$ cat config.mk
export PLATFORM = sky130hd
export DESIGN_NAME = raster_timer
export DESIGN_NICKNAME = d
export VERILOG_FILES = /design/src/common/video_timing_pkg.sv /design/src/hw/raster/raster_timer.sv
export SDC_FILE = /design/constraint.sdc
export NUM_CORES = 1
export LEC_CHECK = 0
export BUFFER_PORTS_ARGS = -buffer_cell sky130_fd_sc_hd__buf_2
export CELL_PAD_IN_SITES_DETAIL_PLACEMENT = 0
export CELL_PAD_IN_SITES_GLOBAL_PLACEMENT = 2
export CORE_ASPECT_RATIO = 0.7
export CORE_MARGIN = 4
export CORE_UTILIZATION = 33
export DETAILED_ROUTE_END_ITERATION = 8
export PLACE_DENSITY_LB_ADDON = 0.1
export SYNTH_ARGS = -nofsm -noshare
export SYNTH_HDL_FRONTEND = slang
export SYNTH_SLANG_ARGS = --single-unit
$ cat constraint.sdc
create_clock -name clk -period 1.9 [get_ports clk]
set_clock_uncertainty 0.1 [all_clocks]
set_input_delay 0.19 -clock clk [delete_from_list [all_inputs] [get_ports clk]]
set_output_delay 0.19 -clock clk [all_outputs]
set_load 0.03 [all_outputs]
$ cat src/common/video_timing_pkg.sv
/*
 * raster timing types
 * counter word and the raster status word shared by the timer
 * and the pixel pipeline
 */

package video_timing_pkg;

	// -------------------------------------------------------------------------
	// counters
	// -------------------------------------------------------------------------

	// wide enough for 720p totals and smaller modes
	typedef logic [11:0] count_t;

	// -------------------------------------------------------------------------
	// raster status
	// -------------------------------------------------------------------------

	// all fields registered in the timer and aligned to the counter values
	typedef struct packed {
		// position inside the frame
		count_t h_count;
		count_t v_count;
		// active area flags, de is h_window and v_window
		logic   h_window;
		logic   v_window;
		// positive sync pulses
		logic   hs;
		logic   vs;
	} raster_t;

endpackage

$ cat src/hw/raster/raster_timer.sv
/*
 * raster timer
 * free-running horizontal and vertical counters with registered sync
 * and window flags, every flag aligned to the counter value it belongs to
 */
`timescale 1ns/100ps

module raster_timer import video_timing_pkg::*; #(
	parameter count_t h_total  = 12'd1650,
	parameter count_t h_sync   = 12'd40,
	parameter count_t h_bporch = 12'd220,
	parameter count_t h_res    = 12'd1280,
	parameter count_t v_total  = 12'd750,
	parameter count_t v_sync   = 12'd5,
	parameter count_t v_bporch = 12'd20,
	parameter count_t v_res    = 12'd720
) (
	input  logic    clk,
	input  logic    reset_n,
	output raster_t raster
);

	count_t h_count;
	count_t v_count;
	logic   h_window;
	logic   v_window;
	logic   hs;
	logic   vs;
	logic   h_end;
	logic   v_end;

	// last count of a line and of a frame
	assign h_end = (h_count == h_total - 12'd1);
	assign v_end = (v_count == v_total - 12'd1);

	// -------------------------------------------------------------------------
	// counters
	// -------------------------------------------------------------------------

	always_ff @(posedge clk) begin
		if (!reset_n) begin
			h_count <= '0;
		end else if (h_end) begin
			h_count <= '0;
		end else begin
			h_count <= h_count + 12'd1;
		end
	end

	// steps once per line
	always_ff @(posedge clk) begin
		if (!reset_n) begin
			v_count <= '0;
		end else if (h_end) begin
			v_count <= v_end ? '0 : v_count + 12'd1;
		end
	end

	// -------------------------------------------------------------------------
	// horizontal flags
	// -------------------------------------------------------------------------

	// decided one count early so the flag lines up with the counter
	always_ff @(posedge clk) begin
		if (!reset_n) begin
			hs       <= 1'b0;
			h_window <= 1'b0;
		end else begin
			// sync from count 0 for h_sync clocks
			if (h_end) begin
				hs <= 1'b1;
			end else if (h_count == h_sync - 12'd1) begin
				hs <= 1'b0;
			end
			// window after sync and back porch
			if (h_count == h_sync + h_bporch - 12'd1) begin
				h_window <= 1'b1;
			end else if (h_count == h_sync + h_bporch + h_res - 12'd1) begin
				h_window <= 1'b0;
			end
		end
	end

	// -------------------------------------------------------------------------
	// vertical flags
	// -------------------------------------------------------------------------

	// only at line end
	always_ff @(posedge clk) begin
		if (!reset_n) begin
			vs       <= 1'b0;
			v_window <= 1'b0;
		end else if (h_end) begin
			if (v_end) begin
				vs <= 1'b1;
			end else if (v_count == v_sync - 12'd1) begin
				vs <= 1'b0;
			end
			if (v_count == v_sync + v_bporch - 12'd1) begin
				v_window <= 1'b1;
			end else if (v_count == v_sync + v_bporch + v_res - 12'd1) begin
				v_window <= 1'b0;
			end
		end
	end

	assign raster = '{h_count: h_count, v_count: v_count, h_window: h_window,
		v_window: v_window, hs: hs, vs: vs};

endmodule

==> run_results.csv <==
group,metric,value,unit
status,status,"complete, no violations",
power,leakagePower,0.793,nW
worst_setup_path,path_max_fanout,8,
timing,drv_slew,0,
drt,drcViolationCount,0,
drt,viasPerCell,5.28,
timing,rsz0062_at_grt,"false",
layout,antenna_cells,0,
drt,drt_pass1_iterations,4,
placed_design,post-place-ws,0.135,ns
worst_setup_path,reg2reg_slack,0.10,ns
timing,setup_viol,0,
clocking,cts_tree,"done",
synth,async_flop_share,0,%
synth,ys_seq_elements,28,
placed_design,dpl-instance-area,0.00183,mm2
min_path,hp-class,"primary input to flip-flop",
layout,fin_area,0.00189,mm2
placed_design,gp_congestion,0.739,
layout,layout_commonest_cell,"buf_2",
timing,fmax,557,MHz
worst_setup_path,slowest_stage,"or4_1",
clocking,path_clk_slew,0.10,ns
grt,gr-total-overflow,0,
floorplan,rows,20,
floorplan,die_w,90.5,um
floorplan,initial_core_util,35.1,%
worst_setup_path,worst_path_largest_cell_delay,0.57,ns
timing,max-slew-margin-rel,74.4,%
clocking,worstSkewPairLatency,0.28,ns
synth,synth_top_cell_area_share,35.6,%
synth,synth_edf_count,0,
synth,synth_area_leaders,"dfxtp_1 (36%), xor2_1 (5.0%), ha_1 (4.8%)",
floorplan,coreArea,0.00448,mm2
clocking,numCtsBuffers,3,
synth,synth.distinct_cells,46,
layout,mostFrequentLayoutCells,"buf_2 (29), dfxtp_1 (27), nor2_1 (18), buf_4 (18), nand3_1 (15)",
floorplan,die_y,65.8,um
timing,fin_ws,0.104,ns
worst_setup_path,path_cells,"or4_1, nor4b_2, a21bo_2, a21oi_1",
grt,grt_pass1_wl,7000,um
grt,grt_max_degree,16,
synth,avgSynthCellArea,9.20,um2
synth,syn-cell-area,0.00157,mm2
power,power.density,551,mW/mm2
placed_design,io_buffers,29,
worst_setup_path,crit_type,"flip-flop to flip-flop",
synth,syn_nets,179,
drt,wl_per_cell,15.7,um
worst_setup_path,critPathTopFamily,"simple AND/OR/NAND/NOR gates",
clocking,post_cts_buffers,0,
floorplan,dieArea,0.00595,mm2
synth,yosysWarningCount,0,
clocking,cts.sinks,28,
drt,drt_wl_total,4180,um
timing,min_period,1.80,ns
clocking,clockBufferDepth,2,
run,maxCapViolCount,0,
drt,num_vias,1404,
drt,drtIter0Drc,70,
drt,antenna_left,0,
worst_setup_path,worst-path-buf-inv,0,
clocking,htreeDepth,1,
worst_setup_path,startpoint_type,"flip-flop",
synth,yosysSeqAreaShare,35.6,%
grt,first_global_vias,1348,
synth,syn_inst,171,
grt,antenna_found_initial,0,
layout,drive_above_1_share,30.3,%
synth,synthFlopType,"dfxtp_1",
worst_setup_path,crit_path_end_kind,"flip-flop",
layout,nNetsFinal,220,
power,ir_worst_vdd,0.000275,V
layout,synthToLayoutAreaGrowth,20.0,%
floorplan,ios,30,
timing,fin_crit_sh,94.5,%
synth,yosysTopAreaCell,"dfxtp_1",
clocking,cts_root_buffer,"clkbuf_8",
grt,grt.total_usage,14.7,%
worst_setup_path,worstPathRequired,1.97,ns
timing,setup_tns,0,ns
placed_design,dpl.hpwl,3230,um
worst_setup_path,arrival,1.86,ns
timing,worstMarginPinSlew,0.381,ns
timing,hold_viol_final,0,
[layout make-up]
| type | count | area, um2 |
|---|---|---|
| Fill cell | 464 | 2590 |
| Timing Repair Buffer | 47 | 280 |
| Sequential cell | 28 | 562 |
| Inverter | 5 | 18.8 |
| Multi-Input combinational cell | 127 | 902 |
| Clock buffer | 4 | 55.1 |
| Tap cell | 55 | 68.8 |
[cells in the mapped netlist, types with 2 or more instances]
cell and number:
buf_4 6, nand4_1 5, or4_1 2, nand3_1 15, or3_1 2, mux2i_1 2, nor4_1 2, dfxtp_1 28
a211oi_1 3, buf_6 3, nor2_1 18, ha_1 6, o31ai_1 2, xor2_1 9, nand2_1 7, inv_1 5
and4_2 2, xnor2_1 4, and3_1 3, and4_1 4, nor3_1 4, o21ai_0 9, a21oi_1 7
[registers in the layout, indices dropped and copies added (netlist names)]
signal,cells
vs,1
v_window,1
h_window,1
hs,1
h_count,12
v_count,12
[kinds of logic after synthesis]
family                   Yosys count  share of synthesized area, %
buffers and inverters             16                          7.40
multiplexers                       2                          1.27
AND/OR/NAND/NOR                   80                          33.4
XOR/XNOR                          13                          7.24
adder cells (fa/ha/maj)            6                          4.77
flip-flops                        28                          35.6
AO/OA/AOI/OAI                     26                          10.3
[per-stage QoR]
stage | cells | power, mW | util, % | hold slack, ns
after floorplan | 171 | 0.652 | - | 0.335
after global placement | 262 | 0.674 | 40.8 | 0.355
after detailed placement | 262 | 0.675 | 40.8 | 0.366
after CTS | 266 | 1.06 | 42.0 | 0.162
after global routing | 266 | 1.09 | 42.1 | 0.168
final | 266 | 1.04 | 42.1 | 0.179
[path summary, 6_finish.rpt]
check / from / endpoint / cells past startpoint
max: h_count[6]$_SDFF_PP0_ / h_window$_SDFFE_PN0P_ / 4
min: reset_n / v_count[9]$_SDFFE_PN0N_ / 3
max reg2reg: h_count[6]$_SDFF_PP0_ / h_window$_SDFFE_PN0P_ / 4
min reg2reg: v_window$_SDFFE_PN0P_ / v_window$_SDFFE_PN0P_ / 2
[worst register-to-register path, delay by kind of cell (launching register included)]
| family | cells | cell delay, ns |
|---|---|---|
| AND/OR/NAND/NOR | 2 | 0.93 |
| AO/OA/AOI/OAI | 2 | 0.25 |
| flip-flops | 1 | 0.41 |
[timing repair]
action | CTS | global route
resized for setup | 0 | 2
endpoints found under the setup margin | 0 | 7
hold buffers | 0 | 0
[layer usage]
layer | track usage (%) | vias up | share of wire, %
li1 | - | 704 | -
met1 | 22.6 | 664 | 55
met2 | 20.6 | 34 | 40
met3 | 3.43 | 2 | 4.5
met4 | 2.10 | 0 | 0.31
met5 | 0 | - | 0
[report_power, final]
group	switching (mW)	total, mW	internal, mW
Sequential	0.00464	0.597	0.592
Clock	0.193	0.379	0.186
Combinational	0.0405	0.0635	0.0230
Total	0.238	1.04	0.801
Power figures use the tool's default switching activity.
