`src/common/video_regs_pkg.sv`:
```
/*
 * CPU side register definitions
 * I/O bus word, port numbers and the write requests sent from the
 * CPU port to the pixel pipeline
 */

package video_regs_pkg;

	// -------------------------------------------------------------------------
	// CPU I/O bus
	// -------------------------------------------------------------------------

	// strobes are active low, write taken on the rising wr_n
	typedef struct packed {
		logic       iorq_n;
		logic       wr_n;
		logic [7:0] address;
		logic [7:0] wdata;
	} cpu_bus_t;

	// port map
	localparam logic [7:0] port_pal_index = 8'h20;
	localparam logic [7:0] port_pal_data  = 8'h21;
	localparam logic [7:0] port_line_addr = 8'h22;
	localparam logic [7:0] port_line_data = 8'h23;

	// -------------------------------------------------------------------------
	// colour and write requests
	// -------------------------------------------------------------------------

	typedef struct packed {
		logic [7:0] r;
		logic [7:0] g;
		logic [7:0] b;
	} rgb_t;

	// held until the pixel pipeline accepts it
	typedef struct packed {
		logic       req;
		logic [7:0] index;
		rgb_t       rgb;
	} pal_wr_t;

	// one line of up to 1024 pixel indices
	typedef logic [9:0] line_addr_t;

	// single clock strobe, no back-pressure
	typedef struct packed {
		logic       en;
		line_addr_t addr;
		logic [7:0] data;
	} line_wr_t;

endpackage

```
`src/hw/cpu_port/cpu_reg_fsm.sv`:
```
/*
 * CPU register port
 * detects I/O write edges, sequences the palette index and colour
 * elements, and the line address with auto-incrementing pixel writes
 */
`timescale 1ns/100ps

module cpu_reg_fsm import video_regs_pkg::*; (
	input  logic     clk,
	input  logic     reset_n,
	input  cpu_bus_t cpu,
	input  logic     pal_accept,
	output pal_wr_t  pal_wr,
	output line_wr_t line_wr
);

	typedef enum logic [1:0] {
		elem_r,
		elem_g,
		elem_b
	} elem_t;

	logic       iorq_n_q;
	logic       wr_n_q;
	logic       wr_stb;
	logic       wr_pal_index;
	logic       wr_pal_data;
	logic       wr_line_addr;
	logic       wr_line_data;
	logic [7:0] pal_index;
	elem_t      elem;
	logic [7:0] r_hold;
	logic [7:0] g_hold;
	logic       pal_req;
	logic [7:0] pal_req_index;
	rgb_t       pal_req_rgb;
	line_addr_t line_addr;
	logic       addr_high;
	logic       line_en;
	line_addr_t line_wr_addr;
	logic [7:0] line_wr_data;

	// -------------------------------------------------------------------------
	// write edge
	// -------------------------------------------------------------------------

	always_ff @(posedge clk) begin
		if (!reset_n) begin
			iorq_n_q <= 1'b1;
			wr_n_q   <= 1'b1;
		end else begin
			iorq_n_q <= cpu.iorq_n;
			wr_n_q   <= cpu.wr_n;
		end
	end

	// cycle was active last clock, wr_n released now
	assign wr_stb       = !iorq_n_q && !wr_n_q && cpu.wr_n;
	assign wr_pal_index = wr_stb && (cpu.address == port_pal_index);
	assign wr_pal_data  = wr_stb && (cpu.address == port_pal_data);
	assign wr_line_addr = wr_stb && (cpu.address == port_line_addr);
	assign wr_line_data = wr_stb && (cpu.address == port_line_data);

	// -------------------------------------------------------------------------
	// palette sequencing
	// -------------------------------------------------------------------------

	always_ff @(posedge clk) begin
		if (!reset_n) begin
			pal_index <= '0;
			elem      <= elem_r;
		end else if (wr_pal_index) begin
			pal_index <= cpu.wdata;
			elem      <= elem_r;
		end else if (wr_pal_data) begin
			case (elem)
				elem_r:  elem <= elem_g;
				elem_g:  elem <= elem_b;
				default: begin
					// triplet done, wraps at 255
					elem      <= elem_r;
					pal_index <= pal_index + 8'd1;
				end
			endcase
		end
	end

	// r and g wait here for the blue byte
	always_ff @(posedge clk) begin
		if (wr_pal_data && elem == elem_r) begin
			r_hold <= cpu.wdata;
		end
		if (wr_pal_data && elem == elem_g) begin
			g_hold <= cpu.wdata;
		end
	end

	// a new triplet wins over the accept of the old one
	always_ff @(posedge clk) begin
		if (!reset_n) begin
			pal_req <= 1'b0;
		end else if (wr_pal_data && elem == elem_b) begin
			pal_req <= 1'b1;
		end else if (pal_accept) begin
			pal_req <= 1'b0;
		end
	end

	always_ff @(posedge clk) begin
		if (wr_pal_data && elem == elem_b) begin
			pal_req_index <= pal_index;
			pal_req_rgb   <= '{r: r_hold, g: g_hold, b: cpu.wdata};
		end
	end

	assign pal_wr = '{req: pal_req, index: pal_req_index, rgb: pal_req_rgb};

	// -------------------------------------------------------------------------
	// line address and pixel data
	// -------------------------------------------------------------------------

	// low byte then high byte, then auto-increment per data write
	always_ff @(posedge clk) begin
		if (!reset_n) begin
			line_addr <= '0;
			addr_high <= 1'b0;
		end else if (wr_line_addr) begin
			if (!addr_high) begin
				line_addr[7:0] <= cpu.wdata;
			end else begin
				line_addr[9:8] <= cpu.wdata[1:0];
			end
			addr_high <= !addr_high;
		end else if (wr_line_data) begin
			line_addr <= line_addr + 10'd1;
		end
	end

	// one clock strobe
	always_ff @(posedge clk) begin
		if (!reset_n) begin
			line_en <= 1'b0;
		end else begin
			line_en <= wr_line_data;
		end
	end

	always_ff @(posedge clk) begin
		if (wr_line_data) begin
			line_wr_addr <= line_addr;
			line_wr_data <= cpu.wdata;
		end
	end

	assign line_wr = '{en: line_en, addr: line_wr_addr, data: line_wr_data};

endmodule

```
`config.mk`:
```
export PLATFORM = sky130hd
export DESIGN_NAME = cpu_reg_fsm
export DESIGN_NICKNAME = d
export VERILOG_FILES = /design/src/common/video_regs_pkg.sv /design/src/hw/cpu_port/cpu_reg_fsm.sv
export SDC_FILE = /design/constraint.sdc
export NUM_CORES = 1
export LEC_CHECK = 0
export ABC_AREA = 1
export ABC_CLOCK_PERIOD_IN_PS = 5600
export BUFFER_PORTS_ARGS = -buffer_cell sky130_fd_sc_hd__buf_2
export CELL_PAD_IN_SITES_DETAIL_PLACEMENT = 1
export CELL_PAD_IN_SITES_GLOBAL_PLACEMENT = 1
export CORE_ASPECT_RATIO = 1.5
export CORE_MARGIN = 1.5
export CORE_UTILIZATION = 48
export CTS_BUF_LIST = sky130_fd_sc_hd__clkbuf_8
export DETAILED_ROUTE_END_ITERATION = 10
export PLACE_DENSITY_LB_ADDON = 0.1
export SYNTH_ARGS = -nofsm -noshare
export SYNTH_HDL_FRONTEND = slang
export SYNTH_SLANG_ARGS = --single-unit
```
`constraint.sdc`:
```
create_clock -name clk -period 5.6 [get_ports clk]
set_input_delay 0.56 -clock clk [delete_from_list [all_inputs] [get_ports clk]]
set_output_delay 0.56 -clock clk [all_outputs]
set_load 0.05 [all_outputs]
```
==> results.json <==
{
  "diodes": 0,
  "holdPathEnd": "iorq_n_q",
  "syn-cell-area_um2": 3721,
  "antenna_found_initial": 0,
  "cts_buffer_depth": 2,
  "die_x_um": 74.89,
  "grt_pass1_wl_mm": 13.27,
  "cp.arrival_ns": 2.49,
  "synth_edf_count": 66,
  "yosysMostFrequentCell": "nand2_1",
  "ir_worst_vdd_v": 0.0001808,
  "synth_cell_types": 31,
  "fin_crit_sh": 0.4498,
  "syn_nets": 364,
  "routed.top_layer": "met4",
  "synth.avg_cell_area_um2": 10.91,
  "synth_seq_cells": 91,
  "tightest_slew_ns": 1.127,
  "die_h_um": 110.8,
  "slew_headroom": 0.2427,
  "num_rows": 39,
  "numCtsBuffers": 9,
  "seq_area_frac_synth": 0.6671,
  "max_freq_mhz": 397.0,
  "outcome": "complete, no violations",
  "fin_worst_skew_ns": 0.01553,
  "syn_to_final_growth_pct": 16.91,
  "grt_overflow_total": 0,
  "worstPathRequired_ns": 5.57,
  "drcViolationCount": 0,
  "ys_top_cells_by_area": "edfxtp_1 (53%), dfxtp_1 (13%), nand2_1 (6.9%)",
  "fin_crit_ns": 2.519,
  "place.gp.congestion": 0.8440,
  "fin_nets": 441,
  "whs_ns": 0.3984,
  "synthCells": 341,
  "start_util": 0.4920,
  "drive_gt1_frac": 0.2506,
  "critPathLaunchType": "flop",
  "power_w": 0.001161,
  "worstPathMaxFanout": 12,
  "portBuffers": 72,
  "synth_top_area_cell": "edfxtp_1",
  "wl_met3_um": 270,
  "r2r_slack_ns": 3.08,
  "via_count": 2666,
  "final-setup-viol-count": 0,
  "post-route-util": 0.5752,
  "wl_per_cell_um": 15.62,
  "hold_violations": 0,
  "seq_area_um2": 2482,
  "htree_levels": 3,
  "die_area_um2": 8300,
  "grt_pass1_vias": 2789,
  "totalWireLength_mm": 8.203,
  "min_path_cells": 2,
  "multi_input_area_um2": 1033,
  "setup_tns_ns": 0,
  "crit_type": "reg -> reg",
  "io_pins": 73,
  "ys.flop_type": "edfxtp_1",
  "clockRootBuffer": "clkbuf_8",
  "fillers": 862,
  "yosys.area.top_type_share": 0.5326,
  "reg2regPathDepth": 5,
  "post-place-ws_ns": 2.767,
  "met2WireLength_mm": 4.696,
  "drt_first_pass_iters": 4,
  "final_max_slew_viol_count": 0,
  "via_per_inst": 5.078,
  "insertion_delay_ns": 0.36,
  "synthArstFlopShare": 0,
  "core_um2": 7564,
  "cts_resized": 0,
  "ant_nets": 0,
  "hpwlAfterDp_mm": 6.207,
  "cap_violations": 0,
  "r2r-start": "wr_n_q",
  "wl_met1_mm": 3.030,
  "leakage_nw": 1.785,
  "drt_first_iter_violations": 112,
  "tritoncts": "built",
  "power_density_nw_per_um2": 266.9,
  "ys_top_cells_by_count": "nand2_1 (68), edfxtp_1 (66), nor2_1 (37)",
  "hold_start": "cpu[17]",
  "grt_max_degree": 34,
  "setup_slack_ns": 3.081,
  "min_path_type": "in -> reg",
  "grtUsageTotal": 0.2186,
  "rsz0062_at_grt": "false",
  "cts_hold_buf": 0,
  "clkTransAtPathRegs_ns": 0.08,
  "r2r-end": "g_hold[4]",
  "clock-sinks": 91,
  "post_cts_buffers": 0,
  "cp-end-kind": "flop",
  "ys.warnings.count": 0
}
==> area by class of cell <==
| cell class | count | share of cell area |
|---|---|---|
| clock buffers | 9 | 0.02847 |
| clock inverters | 7 | 0.01438 |
| inverters | 40 | 0.03509 |
| multi-input cells | 203 | 0.2376 |
| flip-flops and latches | 91 | 0.5706 |
| well taps | 102 | 0.02934 |
| repair buffers | 73 | 0.08456 |
==> sequential cells by signal, summed over array words and instances, names as in the netlist <==
register / cells
pal_wr: 24
line_addr: 10
line_wr_addr: 10
g_hold: 8
line_wr_data: 8
pal_index: 8
pal_req_index: 8
r_hold: 8
elem: 2
addr_high: 1
iorq_n_q: 1
line_en: 1
pal_req: 1
wr_n_q: 1
==> critical path, stage by stage (launching register included) <==
cell	delay [ns]
dfxtp_1	0.31
nor2_1	0.11
nand2_1	0.10
nor2_2	0.45
nand2_1	0.26
nor3_1	0.92
==> stage by stage <==
stage / std cells / area (um^2)
final: 525 / 4350
after global routing: 525 / 4350
after global placement: 509 / 4164
after detailed placement: 509 / 4164
after floorplan: 341 / 3721
after CTS: 525 / 4350
==> worst max-delay path by stage <==
stage,from,cells after the start,end,slack [ns]
after detailed placement,cpu[12],6,g_hold[1],2.77
after CTS,wr_n_q,5,g_hold[1],3.06
after global routing,wr_n_q,5,g_hold[1],2.80
final,wr_n_q,5,g_hold[4],3.08
after global placement,cpu[15],6,g_hold[1],2.91
after floorplan,cpu[13],7,pal_req_index[0],2.78
==> kinds of logic (layout without fill, tap and decap cells) <==
kind of cell             Yosys count  in the layout  share of synthesized area
buffers and inverters             47            129                    0.05683
XOR/XNOR                           6              6                    0.01412
adder cells (fa/ha/maj)            2              2                   0.006724
flip-flops                        91             91                     0.6671
AO/OA/AOI/OAI                     24             24                    0.03362
AND/OR/NAND/NOR                  171            171                     0.2216
==> report_power, final <==
| group | internal, W | total (W) | leakage (nW) | switching [W] |
|---|---|---|---|---|
| Sequential | 0.000716 | 0.000717 | 0.774 | 0.000000235 |
| Clock | 0.000202 | 0.000418 | 0.101 | 0.000216 |
| Combinational | 0.00000831 | 0.0000269 | 0.910 | 0.0000186 |
==> layer usage <==
layer  GRT usage  vias up
met2      0.3935       57
met3     0.04636       16
met1      0.2320     1308
li1            -     1285
met4      0.1006        0
met5           0        -
==> placed cells by master (no fill, tap or decap), types with 4 or more instances in the layout <==
cell / count
edfxtp_1: 66
nand4_1: 5
buf_2: 72
xor2_1: 4
dfxtp_1: 25
nor2_1: 37
nor3_1: 6
a21oi_1: 9
clkbuf_8: 9
nand3_1: 33
inv_1: 38
nand2_2: 4
o21ai_0: 12
nand2_4: 5
nand2_1: 68
(Power assumes the default switching activity.)
